--- config.mk ---
export PLATFORM = sky130hd
export DESIGN_NAME = issue_dispatch
export DESIGN_NICKNAME = d
export VERILOG_FILES = /design/src/design/exec_cfg_pkg.sv /design/src/design/exec_isa_pkg.sv /design/src/design/issue_dispatch.sv
export SDC_FILE = /design/constraint.sdc
export NUM_CORES = 1
export LEC_CHECK = 0
export ABC_CLOCK_PERIOD_IN_PS = 800
export BUFFER_PORTS_ARGS = -buffer_cell sky130_fd_sc_hd__buf_2
export CORE_ASPECT_RATIO = 0.7
export CORE_MARGIN = 2
export CORE_UTILIZATION = 34
export CTS_CLUSTER_DIAMETER = 120
export DETAILED_ROUTE_END_ITERATION = 6
export PLACE_DENSITY = 0.83
export SYNTH_ARGS = -nofsm -noshare
export SYNTH_HDL_FRONTEND = slang
export SYNTH_SLANG_ARGS = --single-unit
--- constraint.sdc ---
create_clock -name clock -period 0.8 [get_ports clock]
set_input_delay 0.12 -clock clock [delete_from_list [all_inputs] [get_ports clock]]
set_output_delay 0.12 -clock clock [all_outputs]
set_load 0.01 [all_outputs]
--- src/design/exec_cfg_pkg.sv ---
// Machine configuration of the execution back end.
// Holds the datapath widths, lane and register counts, pipeline depths
// and the result record each lane hands to writeback.

package exec_cfg_pkg;

    // Datapath word width
    localparam int DATA_WIDTH = 32;

    // One execution lane per core
    localparam int LANES = 4;
    localparam int CORE_WIDTH = 2;

    // Per-core register bank
    localparam int REG_COUNT = 16;
    localparam int REG_ADDR_WIDTH = 4;

    // Cycles from lane input to the formatted lane output
    localparam int ALU_DEPTH = 3;

    // Issue register, lane pipeline and writeback register together
    localparam int TOTAL_LATENCY = 1 + ALU_DEPTH + 1;

    // Formatted result leaving one lane
    typedef struct packed {
        logic                      valid;
        logic [REG_ADDR_WIDTH-1:0] dest;
        logic [DATA_WIDTH-1:0]     data;
    } lane_result_t;

endpackage

--- src/design/exec_isa_pkg.sv ---
// Instruction set of the execution back end.
// Defines the opcode encoding, the instruction word presented to issue
// and the tag that travels beside the ALU through a lane.

package exec_isa_pkg;

    typedef enum logic [3:0] {
        NOP    = 4'd0,
        ADD    = 4'd1,
        SUB    = 4'd2,
        MUL    = 4'd3,
        LAND   = 4'd4,
        LOR    = 4'd5,
        LNOT   = 4'd6,
        SATP   = 4'd7,
        SATN   = 4'd8,
        ABS    = 4'd9,
        POPCNT = 4'd10,
        BGT    = 4'd11,
        BLE    = 4'd12,
        BEQ    = 4'd13,
        BNE    = 4'd14,
        LDC    = 4'd15
    } opcode_t;

    // Operands arrive as values, the core field picks the lane
    typedef struct packed {
        opcode_t                                 opcode;
        logic [exec_cfg_pkg::DATA_WIDTH-1:0]     operand_a;
        logic [exec_cfg_pkg::DATA_WIDTH-1:0]     operand_b;
        logic [exec_cfg_pkg::REG_ADDR_WIDTH-1:0] dest;
        logic [exec_cfg_pkg::CORE_WIDTH-1:0]     core;
    } exec_instr_t;

    // Carried in step with the ALU so the output stage knows how to format
    typedef struct packed {
        opcode_t                                 opcode;
        logic [exec_cfg_pkg::REG_ADDR_WIDTH-1:0] dest;
    } exec_tag_t;

endpackage

--- src/design/issue_dispatch.sv ---
// Issue stage of the execution back end.
// Registers one instruction per cycle and raises the valid of the lane
// named by its core field; all lanes share the registered instruction bus.

`timescale 1ns/1ps

module issue_dispatch (
    input  logic                             clock,
    input  logic                             rst,
    input  logic                             in_valid,
    input  exec_isa_pkg::exec_instr_t        in_instr,
    output logic [exec_cfg_pkg::LANES-1:0]   lane_valid,
    output exec_isa_pkg::exec_instr_t        lane_instr
);

    import exec_cfg_pkg::*;

    logic [LANES-1:0] core_onehot;

    assign core_onehot = LANES'(1) << in_instr.core;

    always_ff @(posedge clock) begin
        if (rst) begin
            lane_valid <= '0;
        end else if (in_valid) begin
            lane_valid <= core_onehot;
        end else begin
            lane_valid <= '0;
        end
    end

    always_ff @(posedge clock) begin
        lane_instr <= in_instr;
    end

    // Each instruction reaches at most one lane
    assert property (@(posedge clock) disable iff (rst) $onehot0(lane_valid));

endmodule

### Word-level counts from Yosys, hierarchy flattened

Cells that the tools add are included.

* bits of input ports: 77
* output and inout bits: 78
* memories: 0
* latch bits: 0
* register bits: 78
* word-level logic and storage cells: 9
* bits in read-only memories: 0
* memory bits (writable): 0

* divide/modulo/power cells: 0
* shift operators: 1
* equal/unequal tests: 0
* multiplexer cells: 0
* multipliers: 0
* magnitude comparators: 0
* reduce and logical (&&, ||, !) cells: 1
* add/subtract/negate cells: 0
* bitwise operators: 1

Operators by type and width (number)
* left shift 1 x 2 -> 4 bit (first input constant): 1
* OR reduction 2 bit: 1
* inverter 1 bit: 1

### Depth between registers and ports, before layout

* depth after elaboration: 2
* mapped depth: 1
* gate-level depth less buffers: 1

### Worst setup path before layout

OpenSTA, ideal clock, no wires.

* path type: register -> output
* from: register lane_instr[0] (netlist bit)
* to: output port lane_instr[0] (netlist bit)
* setup slack: 0.349 ns
* stages on the path, launching flop included: 1
* data required time: 0.680 ns
* path buffers: 0
* data arrival time: 0.331 ns
* cells stage by stage: dfxtp_1

RTL lines
* from (decl): RTL line issue_dispatch.sv:13 `output exec_isa_pkg::exec_instr_t lane_instr`
* from (signal assigned): RTL line issue_dispatch.sv:33 `lane_instr <= in_instr;`

No word-level cell between the ends.

### Worst setup path in the final report

* from: register lane_instr[35] (netlist bit)
* to: output port lane_instr[35] (netlist bit)

No word-level cell between the ends.

==> impl_metrics.tcl <==
set metrics [dict create \
    ir_drop_uv 1960 \
    p_int_mw 6.28 \
    hp-class "in -> reg" \
    yosysSeqAreaShare 0.969 \
    cp-start-kind "register" \
    worst_path_largest_cell_delay_ps 360 \
    whs_ps 75.9 \
    dr_wl_met3_um 559 \
    period_minus_slack_ps 960 \
    path_class "reg -> out" \
    cp-end-kind "primary output" \
    rsz0062_at_grt "true" \
    async_reset_ff_frac 0 \
    synth.distinct_cells 4 \
    path_cells "buf_2" \
    synth_xor_area_frac 0 \
    track_usage 0.243 \
    grt_max_degree 14 \
    insertedDiodeCount 0 \
    post_drt_via_cell_ratio 4.26 \
    worst_hold_path.num_cells 2 \
    top_layer_used "met4" \
    clk_pin_slew_ps 100 \
    synth_top_cell_area_share 0.969 \
    syn_inst 82 \
    synthFlopType "dfxtp_1" \
    yosysTopAreaCell "dfxtp_1" \
    syn_nets 159 \
    dp.final_hpwl_mm 3.10 \
    fin_nets 398 \
    relSlewSlack 0.814 \
    fp.dieArea_um2 5320 \
    row_count 20 \
    first_pass_iters 4 \
    drtIter0Drc 65 \
    startpoint "lane_instr[35]" \
    pin_count 155 \
    sw_frac_of_total 0.230 \
    antenna_found_initial 0 \
    yosys_warnings 0 \
    synth-edff-count 0 \
    cp.buffers_inverters 1 \
    antenna_left 0 \
    synth_adder_area_share 0 \
    yosysMostFrequentCell "dfxtp_1" \
    worst-slew-pin-transition_ps 280 \
    status "finished with violations" \
    cp.required_ps 680 \
    start_util 0.362 \
    wl_per_cell_um 19.8 \
    coreArea_um2 4450 \
    synth.area.mux_share 0 \
    ys_top_cells_by_count "dfxtp_1, and4bb_2, and4b_1, nor4b_2" \
    htree_num_levels 3 \
    drv_slew 0 \
    dp_cells 291 \
    power_mw 8.16 \
    path_delay_family "flip-flops" \
    post-route-period-util 1.20 \
    syn_avg_cell_area_um2 19.7 \
    ys_seq_elements 78 \
    cts_buffer_depth 2 \
    hold_violations 0 \
    layout_setup_ws_ps -160 \
    yosys.area_share.simple 0.0311 \
    synth_top_family_by_area "simple AND/OR/NAND/NOR gates" \
    comb_power_share 0.122 \
    maxCapViolations 0 \
    drt_drc_violations_left 0 \
    wl_met2_mm 4.35 \
    violations "setup timing" \
    crit_cells 1 \
    die_x_um 86.3 \
    routed_wl_mm 7.53 \
    numPortBuffers 154 \
    clock_tree.root_cell "clkbuf_8" \
    clock_sinks 78 \
    cts-buffers-inserted 9 \
    slowest_stage "dfxtp_1" \
    min_to "lane_valid[0]" \
    fmax_mhz 1040 \
    p_leak_nw 1.82 \
    gp_congestion 0.754 \
    place_area_um2 2450 \
    cts_tree "built" \
    synth.area.top_cells "dfxtp_1, and4bb_2, nor4b_2" \
    pwr-share-seq 0.515 \
    grt-ovfl-total 0 \
    fillers 211 \
    postCtsSetupBuffers 0 \
    layoutNonFillerInstCount 381 \
    synth_compound_area_frac 0 \
    final_area_um2 3740 \
    wl_met1_mm 2.55 \
    power_density_nw_per_um2 2180 \
    crit_path_max_fanout 1 \
    setup-violations-final 78 \
    grt_pass1_vias 1780 \
    cp.arrival_ps 840 \
    holdCritStartpoint "in_valid" \
    vias 1623 \
    drive_gt1_frac 0.660 \
    clkPwrFrac 0.363 \
    die_h_um 61.6 \
    p_switching_mw 1.88 \
    grt_pass1_wl_mm 8.98 \
    syn_area_um2 1610 \
    area_delta_synth_final_pct 132 \
]
layout by cell type, fill, tap and decap left out:
master	instances
clkinv_4	1
nor4b_4	1
dlymetal6s4s_1	3
buf_6	44
and4b_1	1
and4bb_2	2
dfxtp_2	44
inv_6	1
buf_2	109
dlygate4sd3_1	72
bufinv_16	1
clkbuf_1	1
clkinv_2	2
dfxtp_1	34
clkbuf_8	10
cell type report:
| cell class | count | area (µm²) | share of cell area |
|---|---|---|---|
| Sequential cell | 78 | 1620 | 0.432 |
| Timing Repair Buffer | 228 | 1800 | 0.481 |
| Clock inverter | 5 | 57.6 | 0.0154 |
| Clock buffer | 11 | 141 | 0.0378 |
| Multi-Input combinational cell | 4 | 58.8 | 0.0157 |
| Tap cell | 55 | 68.8 | 0.0184 |
worst max path at each step:
stage / end / slack (ps)
CTS: lane_instr[11] / -130
global placement: lane_valid[2] / 220
detailed placement: lane_valid[0] / 160
floorplan: lane_instr[0] / 350
finish: lane_instr[35] / -160
global route: lane_instr[35] / -180
kinds of logic after synthesis:
family / count (synthesis)
DFF: 78
and+or+nand+nor: 4
power by group through the flow:
stage | logic [mW] | clock network, mW | registers [mW]
detailed placement | 0.509 | 0 | 4.22
global route | 1.03 | 3.17 | 4.21
finish | 0.996 | 2.96 | 4.20
CTS | 0.816 | 2.93 | 4.14
global placement | 0.495 | 0 | 4.21
floorplan | 0.00840 | 0 | 4.34
state kept, by name, summed over array words and instances, names as in the netlist:
name	count
lane_valid	4
lane_instr	74
what timing repair did:
action                                  4_1_cts  5_1_grt
endpoints found under the hold margin        75        0
pin swaps                                     0        1
endpoints found under the setup margin       78       82
cloned                                        0        0
hold buffers                                 75        0
gates resized for setup                      18       74
layer usage:
metal | up-vias | GRT usage
li1 | 737 | -
met1 | 772 | 0.225
met2 | 108 | 0.485
met3 | 6 | 0.0885
met4 | 0 | 0.121
met5 | - | 0
per-stage QoR:
| step | worst slack (ps) | util | setup TNS, ps |
|---|---|---|---|
| 5_1_grt | -177 | 0.840 | -9480 |
| 2_1_floorplan | 349 | - | 0 |
| 3_3_place_gp | 222 | 0.550 | 0 |
| 4_1_cts | -135 | 0.779 | -8550 |
| 3_5_place_dp | 161 | 0.550 | 0 |
| 6_report | -160 | 0.840 | -7190 |
Note: power is estimated with default switching activity, not from simulation.
