[src/design/exec_cfg_pkg.sv]
// Machine configuration of the execution back end.
// Holds the datapath widths, lane and register counts, pipeline depths
// and the result record each lane hands to writeback.

package exec_cfg_pkg;

    // Datapath word width
    localparam int DATA_WIDTH = 32;

    // One execution lane per core
    localparam int LANES = 4;
    localparam int CORE_WIDTH = 2;

    // Per-core register bank
    localparam int REG_COUNT = 16;
    localparam int REG_ADDR_WIDTH = 4;

    // Cycles from lane input to the formatted lane output
    localparam int ALU_DEPTH = 3;

    // Issue register, lane pipeline and writeback register together
    localparam int TOTAL_LATENCY = 1 + ALU_DEPTH + 1;

    // Formatted result leaving one lane
    typedef struct packed {
        logic                      valid;
        logic [REG_ADDR_WIDTH-1:0] dest;
        logic [DATA_WIDTH-1:0]     data;
    } lane_result_t;

endpackage

[src/design/exec_isa_pkg.sv]
// Instruction set of the execution back end.
// Defines the opcode encoding, the instruction word presented to issue
// and the tag that travels beside the ALU through a lane.

package exec_isa_pkg;

    typedef enum logic [3:0] {
        NOP    = 4'd0,
        ADD    = 4'd1,
        SUB    = 4'd2,
        MUL    = 4'd3,
        LAND   = 4'd4,
        LOR    = 4'd5,
        LNOT   = 4'd6,
        SATP   = 4'd7,
        SATN   = 4'd8,
        ABS    = 4'd9,
        POPCNT = 4'd10,
        BGT    = 4'd11,
        BLE    = 4'd12,
        BEQ    = 4'd13,
        BNE    = 4'd14,
        LDC    = 4'd15
    } opcode_t;

    // Operands arrive as values, the core field picks the lane
    typedef struct packed {
        opcode_t                                 opcode;
        logic [exec_cfg_pkg::DATA_WIDTH-1:0]     operand_a;
        logic [exec_cfg_pkg::DATA_WIDTH-1:0]     operand_b;
        logic [exec_cfg_pkg::REG_ADDR_WIDTH-1:0] dest;
        logic [exec_cfg_pkg::CORE_WIDTH-1:0]     core;
    } exec_instr_t;

    // Carried in step with the ALU so the output stage knows how to format
    typedef struct packed {
        opcode_t                                 opcode;
        logic [exec_cfg_pkg::REG_ADDR_WIDTH-1:0] dest;
    } exec_tag_t;

endpackage

[src/design/pipe_delay.sv]
// Fixed-depth delay line for an arbitrary payload type.
// Each stage carries a valid bit; only the valid bits are cleared by reset,
// the payload simply shifts along with them.

`timescale 1ns/1ps

module pipe_delay #(
    parameter type T = logic [31:0],
    parameter int DEPTH = 1
) (
    input  logic clock,
    input  logic rst,
    input  logic in_valid,
    input  T     in_data,
    output logic out_valid,
    output T     out_data
);

    logic [DEPTH-1:0] valid_sr;
    T                 data_sr [DEPTH];

    always_ff @(posedge clock) begin
        if (rst) begin
            valid_sr <= '0;
        end else begin
            valid_sr[0] <= in_valid;
            for (int i = 1; i < DEPTH; i++) begin
                valid_sr[i] <= valid_sr[i-1];
            end
        end
    end

    always_ff @(posedge clock) begin
        data_sr[0] <= in_data;
        for (int i = 1; i < DEPTH; i++) begin
            data_sr[i] <= data_sr[i-1];
        end
    end

    assign out_valid = valid_sr[DEPTH-1];
    assign out_data  = data_sr[DEPTH-1];

endmodule

[src/design/exec_alu.sv]
// Pipelined integer ALU of one execution lane.
// The raw result is computed combinationally, registered once and then
// delayed so that it appears ALU_DEPTH cycles after the operands.
// Compares leave a 1 or 0 in the low byte for the lane to expand.

`timescale 1ns/1ps

module exec_alu (
    input  logic                                clock,
    input  logic                                rst,
    input  logic                                in_valid,
    input  exec_isa_pkg::opcode_t               opcode,
    input  logic [exec_cfg_pkg::DATA_WIDTH-1:0] operand_a,
    input  logic [exec_cfg_pkg::DATA_WIDTH-1:0] operand_b,
    output logic                                out_valid,
    output logic [exec_cfg_pkg::DATA_WIDTH-1:0] out_data
);

    import exec_isa_pkg::*;
    import exec_cfg_pkg::*;

    logic [DATA_WIDTH-1:0] raw_data;
    logic [DATA_WIDTH-1:0] product;
    logic                  a_gt_b;
    logic                  a_eq_b;

    logic                  stage_valid;
    logic [DATA_WIDTH-1:0] stage_data;

    // Only the low word of the product is kept
    assign product = operand_a * operand_b;

    assign a_gt_b = $signed(operand_a) > $signed(operand_b);
    assign a_eq_b = operand_a == operand_b;

    always_comb begin
        case (opcode)
            ADD:     raw_data = operand_a + operand_b;
            SUB:     raw_data = operand_a - operand_b;
            MUL:     raw_data = product;
            LAND:    raw_data = operand_a & operand_b;
            LOR:     raw_data = operand_a | operand_b;
            LNOT:    raw_data = ~operand_a;
            // Signed minimum clamps a from above by b
            SATP:    raw_data = a_gt_b ? operand_b : operand_a;
            // Signed maximum clamps a from below by b
            SATN:    raw_data = a_gt_b ? operand_a : operand_b;
            // The most negative value negates onto itself and is left as it is
            ABS:     raw_data = operand_a[DATA_WIDTH-1] ? -operand_a : operand_a;
            POPCNT:  raw_data = DATA_WIDTH'($countones(operand_a));
            BGT:     raw_data = DATA_WIDTH'(a_gt_b);
            BLE:     raw_data = DATA_WIDTH'(!a_gt_b);
            BEQ:     raw_data = DATA_WIDTH'(a_eq_b);
            BNE:     raw_data = DATA_WIDTH'(!a_eq_b);
            LDC:     raw_data = operand_a;
            default: raw_data = '0;
        endcase
    end

    always_ff @(posedge clock) begin
        if (rst) begin
            stage_valid <= 1'b0;
        end else begin
            stage_valid <= in_valid;
        end
    end

    always_ff @(posedge clock) begin
        stage_data <= raw_data;
    end

    // Remaining stages just align the result with the lane tag
    pipe_delay #(
        .T     (logic [DATA_WIDTH-1:0]),
        .DEPTH (ALU_DEPTH - 1)
    ) result_delay (
        .clock     (clock),
        .rst       (rst),
        .in_valid  (stage_valid),
        .in_data   (stage_data),
        .out_valid (out_valid),
        .out_data  (out_data)
    );

endmodule

[src/design/exec_lane.sv]
// Execution lane of one core.
// Runs the ALU and a matching tag delay line, then formats the result
// from the delayed opcode before it goes to writeback.

`timescale 1ns/1ps

module exec_lane (
    input  logic                        clock,
    input  logic                        rst,
    input  logic                        in_valid,
    input  exec_isa_pkg::exec_instr_t   in_instr,
    output exec_cfg_pkg::lane_result_t  result
);

    import exec_isa_pkg::*;
    import exec_cfg_pkg::*;

    logic                  alu_valid;
    logic [DATA_WIDTH-1:0] alu_data;

    exec_tag_t             tag_in;
    exec_tag_t             tag_out;
    logic                  tag_valid;

    exec_alu alu (
        .clock     (clock),
        .rst       (rst),
        .in_valid  (in_valid),
        .opcode    (in_instr.opcode),
        .operand_a (in_instr.operand_a),
        .operand_b (in_instr.operand_b),
        .out_valid (alu_valid),
        .out_data  (alu_data)
    );

    assign tag_in = '{opcode: in_instr.opcode, dest: in_instr.dest};

    pipe_delay #(
        .T     (exec_tag_t),
        .DEPTH (ALU_DEPTH)
    ) tag_delay (
        .clock     (clock),
        .rst       (rst),
        .in_valid  (in_valid),
        .in_data   (tag_in),
        .out_valid (tag_valid),
        .out_data  (tag_out)
    );

    always_comb begin
        case (tag_out.opcode)
            BGT, BLE, BEQ, BNE: begin
                result.valid = alu_valid;
                result.dest  = tag_out.dest;
                result.data  = (alu_data[7:0] != 8'd0) ? '1 : '0;
            end
            NOP: begin
                result = '0;
            end
            default: begin
                result.valid = alu_valid;
                result.dest  = tag_out.dest;
                result.data  = alu_data;
            end
        endcase
    end

    // The two delay paths must stay in lock step or the tag misdescribes the data
    assert property (@(posedge clock) disable iff (rst) alu_valid == tag_valid);

endmodule

[config.mk]
export PLATFORM = sky130hd
export DESIGN_NAME = exec_lane
export DESIGN_NICKNAME = d
export VERILOG_FILES = /design/src/design/exec_cfg_pkg.sv /design/src/design/exec_isa_pkg.sv /design/src/design/pipe_delay.sv /design/src/design/exec_alu.sv /design/src/design/exec_lane.sv
export SDC_FILE = /design/constraint.sdc
export NUM_CORES = 2
export LEC_CHECK = 0
export BUFFER_PORTS_ARGS = -buffer_cell sky130_fd_sc_hd__clkbuf_2
export CORE_UTILIZATION = 30
export CTS_BUF_LIST = sky130_fd_sc_hd__clkbuf_8
export CTS_CLUSTER_SIZE = 30
export DETAILED_ROUTE_END_ITERATION = 10
export PLACE_DENSITY = 0.56
export SLEW_MARGIN = 40
export SYNTH_ARGS = -nofsm -noshare
export SYNTH_HDL_FRONTEND = slang
export SYNTH_SLANG_ARGS = --single-unit
[constraint.sdc]
create_clock -name clock -period 7.6 [get_ports clock]
set_input_delay 0 -clock clock [delete_from_list [all_inputs] [get_ports clock]]
set_output_delay 0 -clock clock [all_outputs]
set_load 0.05 [all_outputs]
# == Word level (Yosys, flattened, before mapping) ==
# Memories as Yosys holds them, arrays and structs flattened.
# Cells that the tools add are included.
# totals
regBits,35
mem_bits_rw,88
inputBits,77
output_inout_bits,37
elab_cells,75
mem_count,2
# memory_table
name,depth,width,rd,rd_clocked_by_memory_dff,wr,line,source
alu.result_delay.data_sr,2,32,2,0,2,pipe_delay.sv:20,T data_sr [DEPTH];
tag_delay.data_sr,3,8,3,0,3,pipe_delay.sv:20,
# classes
n_addsub,34
mul,1
order_cmp,1
eq_ne,20
muxes,6
bitwise,3
reduce_logical,5
# ops
cell,count
adder 32 bit,16
case mux 32 bit (15 select lines),1
2-to-1 mux 32 bit,4
case mux 37 bit (2 select lines),1
equality test 4 bit (second input constant),12
adder 1 x 1 -> 2 bit,16
bitwise AND 32 bit,1
equality test 32 bit,1
greater-than comparator 32 bit,1
multiplier 32 x 32 -> 32 bit,1
negation 32 bit,1
NOT 32 bit,1
bitwise OR 32 bit,1
subtractor 32 bit,1
equality test 4 x 3 -> 1 bit (second input constant),4
equality test 4 x 2 -> 1 bit (second input constant),2
nonzero test 8 bit,1
equality test 4 x 1 -> 1 bit (second input constant),1
logical NOT 4 bit,1
OR reduction 4 bit,1
logical NOT 1 bit,2

# == Logic depth before layout (Yosys ltp) ==
# depth
depth_word,6
ltp_mapped,29
mapped_depth_nobuf,27

# == Modules after synthesis ==
# From an unflattened synthesis, not the netlist that was laid out.
# hier_totals
cells_unflattened,3021
hier_area_um2,25139.1
# modules_own_cells
module,instances,cells_each,area_each_um2,seq_area_each_um2
exec_alu,1,2793,22430.3,660.6
pipe_delay at alu.result_delay,1,100,1574.0,1321.3
pipe_delay at tag_delay,1,38,619.3,540.5
exec_lane,1,90,515.5,0.0

# == Worst setup path before layout ==
# No wires, ideal clock.
# synth_timing
kind,input to register
from,input port in_instr[8] (netlist bit)
to,register alu.stage_data[30]
setup_time_ps,127
t_arrival_ps,6995
t_required_ps,7473
setup_slack_ps,478
path_stages,27
n_path_buf,2
path_cell_list,clkbuf_1 inv_1 clkbuf_1 nor2_1 fa_1 inv_1 fa_1 fa_1 fa_1 inv_1 fa_1 inv_1 fa_1 inv_1 fa_1 fa_1 ha_1 a211oi_1 nor2_1 a211o_1 nand2_1 nand2_1 o41ai_1 o21ai_0 xnor2_1 nor2_1 or3_1
# synth_between
elab_chain_len,3
word_cells_on_any_way,7
classes_between,2 x add/sub; 1 x mul; 1 x order compare; 3 x mux
# synth_lines
item,line,source
from (decl),exec_lane.sv:11,"input exec_isa_pkg::exec_instr_t in_instr,"
branches (longest 2 deep; another with multiplier 32 x 32 -> 32 bit),--,
case mux 32 bit (15 select lines) *,exec_alu.sv:37,case (opcode)
named net alu.raw_data[30],exec_alu.sv:22,logic [DATA_WIDTH-1:0] raw_data;
to (signal assigned),exec_alu.sv:69,stage_data <= raw_data;
to (decl),exec_alu.sv:28,logic [DATA_WIDTH-1:0] stage_data;
# Mark *: on every way through the listed nets, which the timed path passes.
# A chain may end at the register's enable or synchronous reset.

# == Worst setup path in the final report ==
# layout_timing
from,input port in_instr[46] (netlist bit)
to,register alu.stage_data[27]
# layout_between
elab_chain_len,6
word_cells_on_any_way,14
classes_between,8 x add/sub; 1 x mul; 1 x order compare; 4 x mux
# layout_lines
item,line,source
adder 1 x 1 -> 2 bit (not written as such),exec_alu.sv:50,POPCNT: raw_data = DATA_WIDTH'($countones(operand_a));
adder 32 bit (not written as such) (4 in a row),exec_alu.sv:50,
case mux 32 bit (15 select lines) *,exec_alu.sv:37,
named net alu.raw_data[27],exec_alu.sv:22,
# The timed path passes the listed nets; every way through them passes the cells marked *.

==> impl_metrics.csv <==
group,metric,value,unit
outcome,status,"finished clean",
cts,cts_made_buffers,17,
yosys,postSynthAreaPerCell,8.42,um^2
routing,wl_per_cell,24.4,um
placed_design,pre_cts_slack,-0.00241,ns
critical_path,rr_worst_depth,0,
cts,root_buffer,"clkbuf_8",
placed_design,hpwl,84.8,mm
cts,clkTransAtPathRegs,0.09,ns
yosys,synth_top_family_by_area,"adder cells",
grt,grt-ovfl-total,0,
die,die_h,291,um
routing,drtPass1Iterations,6,
critical_path,critPathMaxStageDelay,0.56,ns
placed_design,placed_cells,4209,
yosys,netlist_instances,2979,
timing,hold_violations,0,
grt,grt_pass1_wl,154,mm
yosys,async_flop_share,0,
timing,fmax,0.138,GHz
min_path,worstHoldStart,"in_instr[32]",
grt,antenna_found_initial,4,
die,die_area,84800,um^2
critical_path,cpMaxStageDelayCell,"fa_1",
min_path,min_path_cells,3,
yosys,synth-seq-cells,123,
yosys,yosysTopAreaCell,"fa_1",
critical_path,rr_startpoint,"alu.stage_data[27]",
yosys,syn_nets,3750,
timing,tightest_slew,0.947,ns
die,io_pins,114,
die,core.rowCount,105,
routing,vias_per_cell,5.35,
critical_path,worstPathRequired,7.96,ns
cells_and_area,drive_above_1_share,0.117,
cts,htreeDepth,4,
min_path,hold_path.class,"primary input to flip-flop",
grt,grt_pass1_vias,23300,
yosys,synth_warnings,0,
timing,slew_viol_final,0,
cts,clockBufferDepth,2,
yosys,synth_xor_area_frac,0.0405,
critical_path,crit_type,"primary input to flip-flop",
cells_and_area,finalNetCount,3946,
critical_path,end_kind,"flip-flop",
cts,clock_latency,0.47,ns
cells_and_area,final_common_cell,"inv_1",
grt,groute.usage.overall,0.246,
yosys,synth_mux_area_frac,0.00359,
placed_design,io_buffers,111,
critical_path,crit_fanout,7,
timing,final.min_clock_period,7.25,ns
routing,vias,22800,
flow_run,maxCapViolCount,0,
cells_and_area,mostFrequentLayoutCells,"inv_1 (497), fa_1 (436), nor2_1 (398)",
timing,fin_crit_sh,0.954,
critical_path,crit_top_cell,"fa_1",
yosys,synthTopCellsByArea,"fa_1 (35%), ha_1 (13%), dfxtp_1 (9.8%)",
yosys,synth-compound-area-share,0.134,
die,coreArea,82400,um^2
min_path,min_to,"alu.stage_data[26]",
timing,finalSetupViolCount,0,
critical_path,cp_data_arrival_time,7.61,ns
yosys,synthAdderAreaFrac,0.477,
routing,wl,104,mm
yosys,synth_ff_type,"dfxtp_1",
yosys,synth_top_area_share,0.348,
yosys,ys_seq_area_frac,0.0982,
die,start_util,0.304,
routing,drtIter0Drc,2827,
critical_path,start_kind,"primary input",
yosys,synth_simple_gate_area_frac,0.147,
timing,relSlewSlack,0.356,
yosys,ys_types,80,
yosys,synth_edf_count,0,
timing,worst_clock_skew,0.0194,ns
cts,cts_tree,"done",
cells_and_area,finalNonFillerCells,4258,
cells_and_area,syn2layout_area_growth,13.6,%
placed_design,gp_congestion,1.01,
routing,drc,0,
grt,grt_max_degree,28,
timing,rsz0062_at_grt,"false",
timing,layout_setup_ws,0.349,ns
yosys,syn_area,25100,um^2
cells_and_area,n_fill_cell,8689,
routing,final_antenna_net_count,0,
critical_path,r2r_end,"alu.result_delay.data_sr[0][27]",
cells_and_area,diodes,0,
critical_path,rrSetupSlack,7.07,ns
die,die_x,291,um
cts,cts.sinks,123,
## worst max-delay path, delay by kind of cell
family | cells | cell delay (ns)
AOI/OAI and AO/OA | 6 | 1.09
xor gates and xnor gates | 1 | 0.17
buffers and inverters | 10 | 1.70
adders and majority gates | 9 | 3.95
and+or+nand+nor | 4 | 0.69
## what timing repair did
item / in CTS / in global routing
setup endpoints to repair: 0 / 5
resized for setup: 0 / 7
buffers inserted: 0 / 2
hold endpoints to repair: 16 / 0
hold buffers: 15 / 0
## registers in the layout, summed over array words and instances (netlist names)
signal and flops:
tag_delay.data_sr 24, alu.result_delay.data_sr 64, alu.result_delay.valid_sr 2, alu.stage_data 32, alu.stage_valid 1
## routing by layer
| layer | vias to the layer above | global-route usage | wire length [um] |
|---|---|---|---|
| met5 | - | 0 | 38 |
| met4 | 6 | 0.0943 | 4550 |
| met3 | 245 | 0.0557 | 11500 |
| met2 | 1295 | 0.372 | 44200 |
| met1 | 11400 | 0.340 | 43700 |
| li1 | 9864 | - | - |
## synthesized netlist by cell type, drive strengths merged (8+ instances only)
cell type  number
o31ai           9
nor2b          25
xnor2          90
o22ai          21
o21ai          98
o21a           11
buf            27
ha            258
nand4          15
inv           503
nor3           31
mux2i           9
clkbuf        119
o21bai         17
nand2b         15
a21o           57
nor2          400
a31oi          12
nand3          26
fa            436
o221ai         18
clkinv         14
or3            10
o31a            8
o211ai         16
nor4           15
xor2           26
nand2         311
a21oi         122
a221oi         29
a211oi         15
a22oi          12
dfxtp         123
a221o          11
## worst max path at each step
stage / start / endpoint / slack [ns]
2_1_floorplan: in_instr[8] / alu.stage_data[30] / 0.48
3_3_place_gp: in_instr[9] / alu.stage_data[27] / 0.09
3_5_place_dp: in_instr[11] / alu.stage_data[27] / -0.002
4_1_cts: in_instr[46] / alu.stage_data[17] / 0.09
5_1_grt: in_instr[46] / alu.stage_data[27] / 0.02
6_report: in_instr[46] / alu.stage_data[27] / 0.35
## kinds of logic (layout without fill, tap and decap cells)
group	Yosys count	in the layout
XOR/XNOR	116	116
AND/OR/NAND/NOR	873	873
adder cells (fa/ha/maj)	694	694
multiplexers	9	9
flip-flops	123	123
AO/OA/AOI/OAI	501	501
buffers and inverters	663	872
## cell type report
class / instances / area [um^2] / area share
multi-input combinational: 2193 / 20200 / 0.708
tap: 1070 / 1340 / 0.0470
timing repair buffer: 323 / 2220 / 0.0781
inverter: 517 / 1940 / 0.0682
clock inverter: 15 / 118 / 0.00413
sequential: 123 / 2460 / 0.0864
clock buffer: 17 / 234 / 0.00821
## stage by stage
stage	TNS, ns	area [um^2]	utilization	hold WS [ns]
global placement	0	27900	0.339	0.102
global route	0	28500	0.346	0.00985
finish	0	28500	0.346	0.0251
detailed placement	-0.00241	27900	0.339	0.105
CTS	0	28400	0.345	0.00213
floorplan	0	25100	-	0.0277
Power is not shown: default switching activity piles up to over one toggle a cycle in this logic, so the estimate is an artifact.
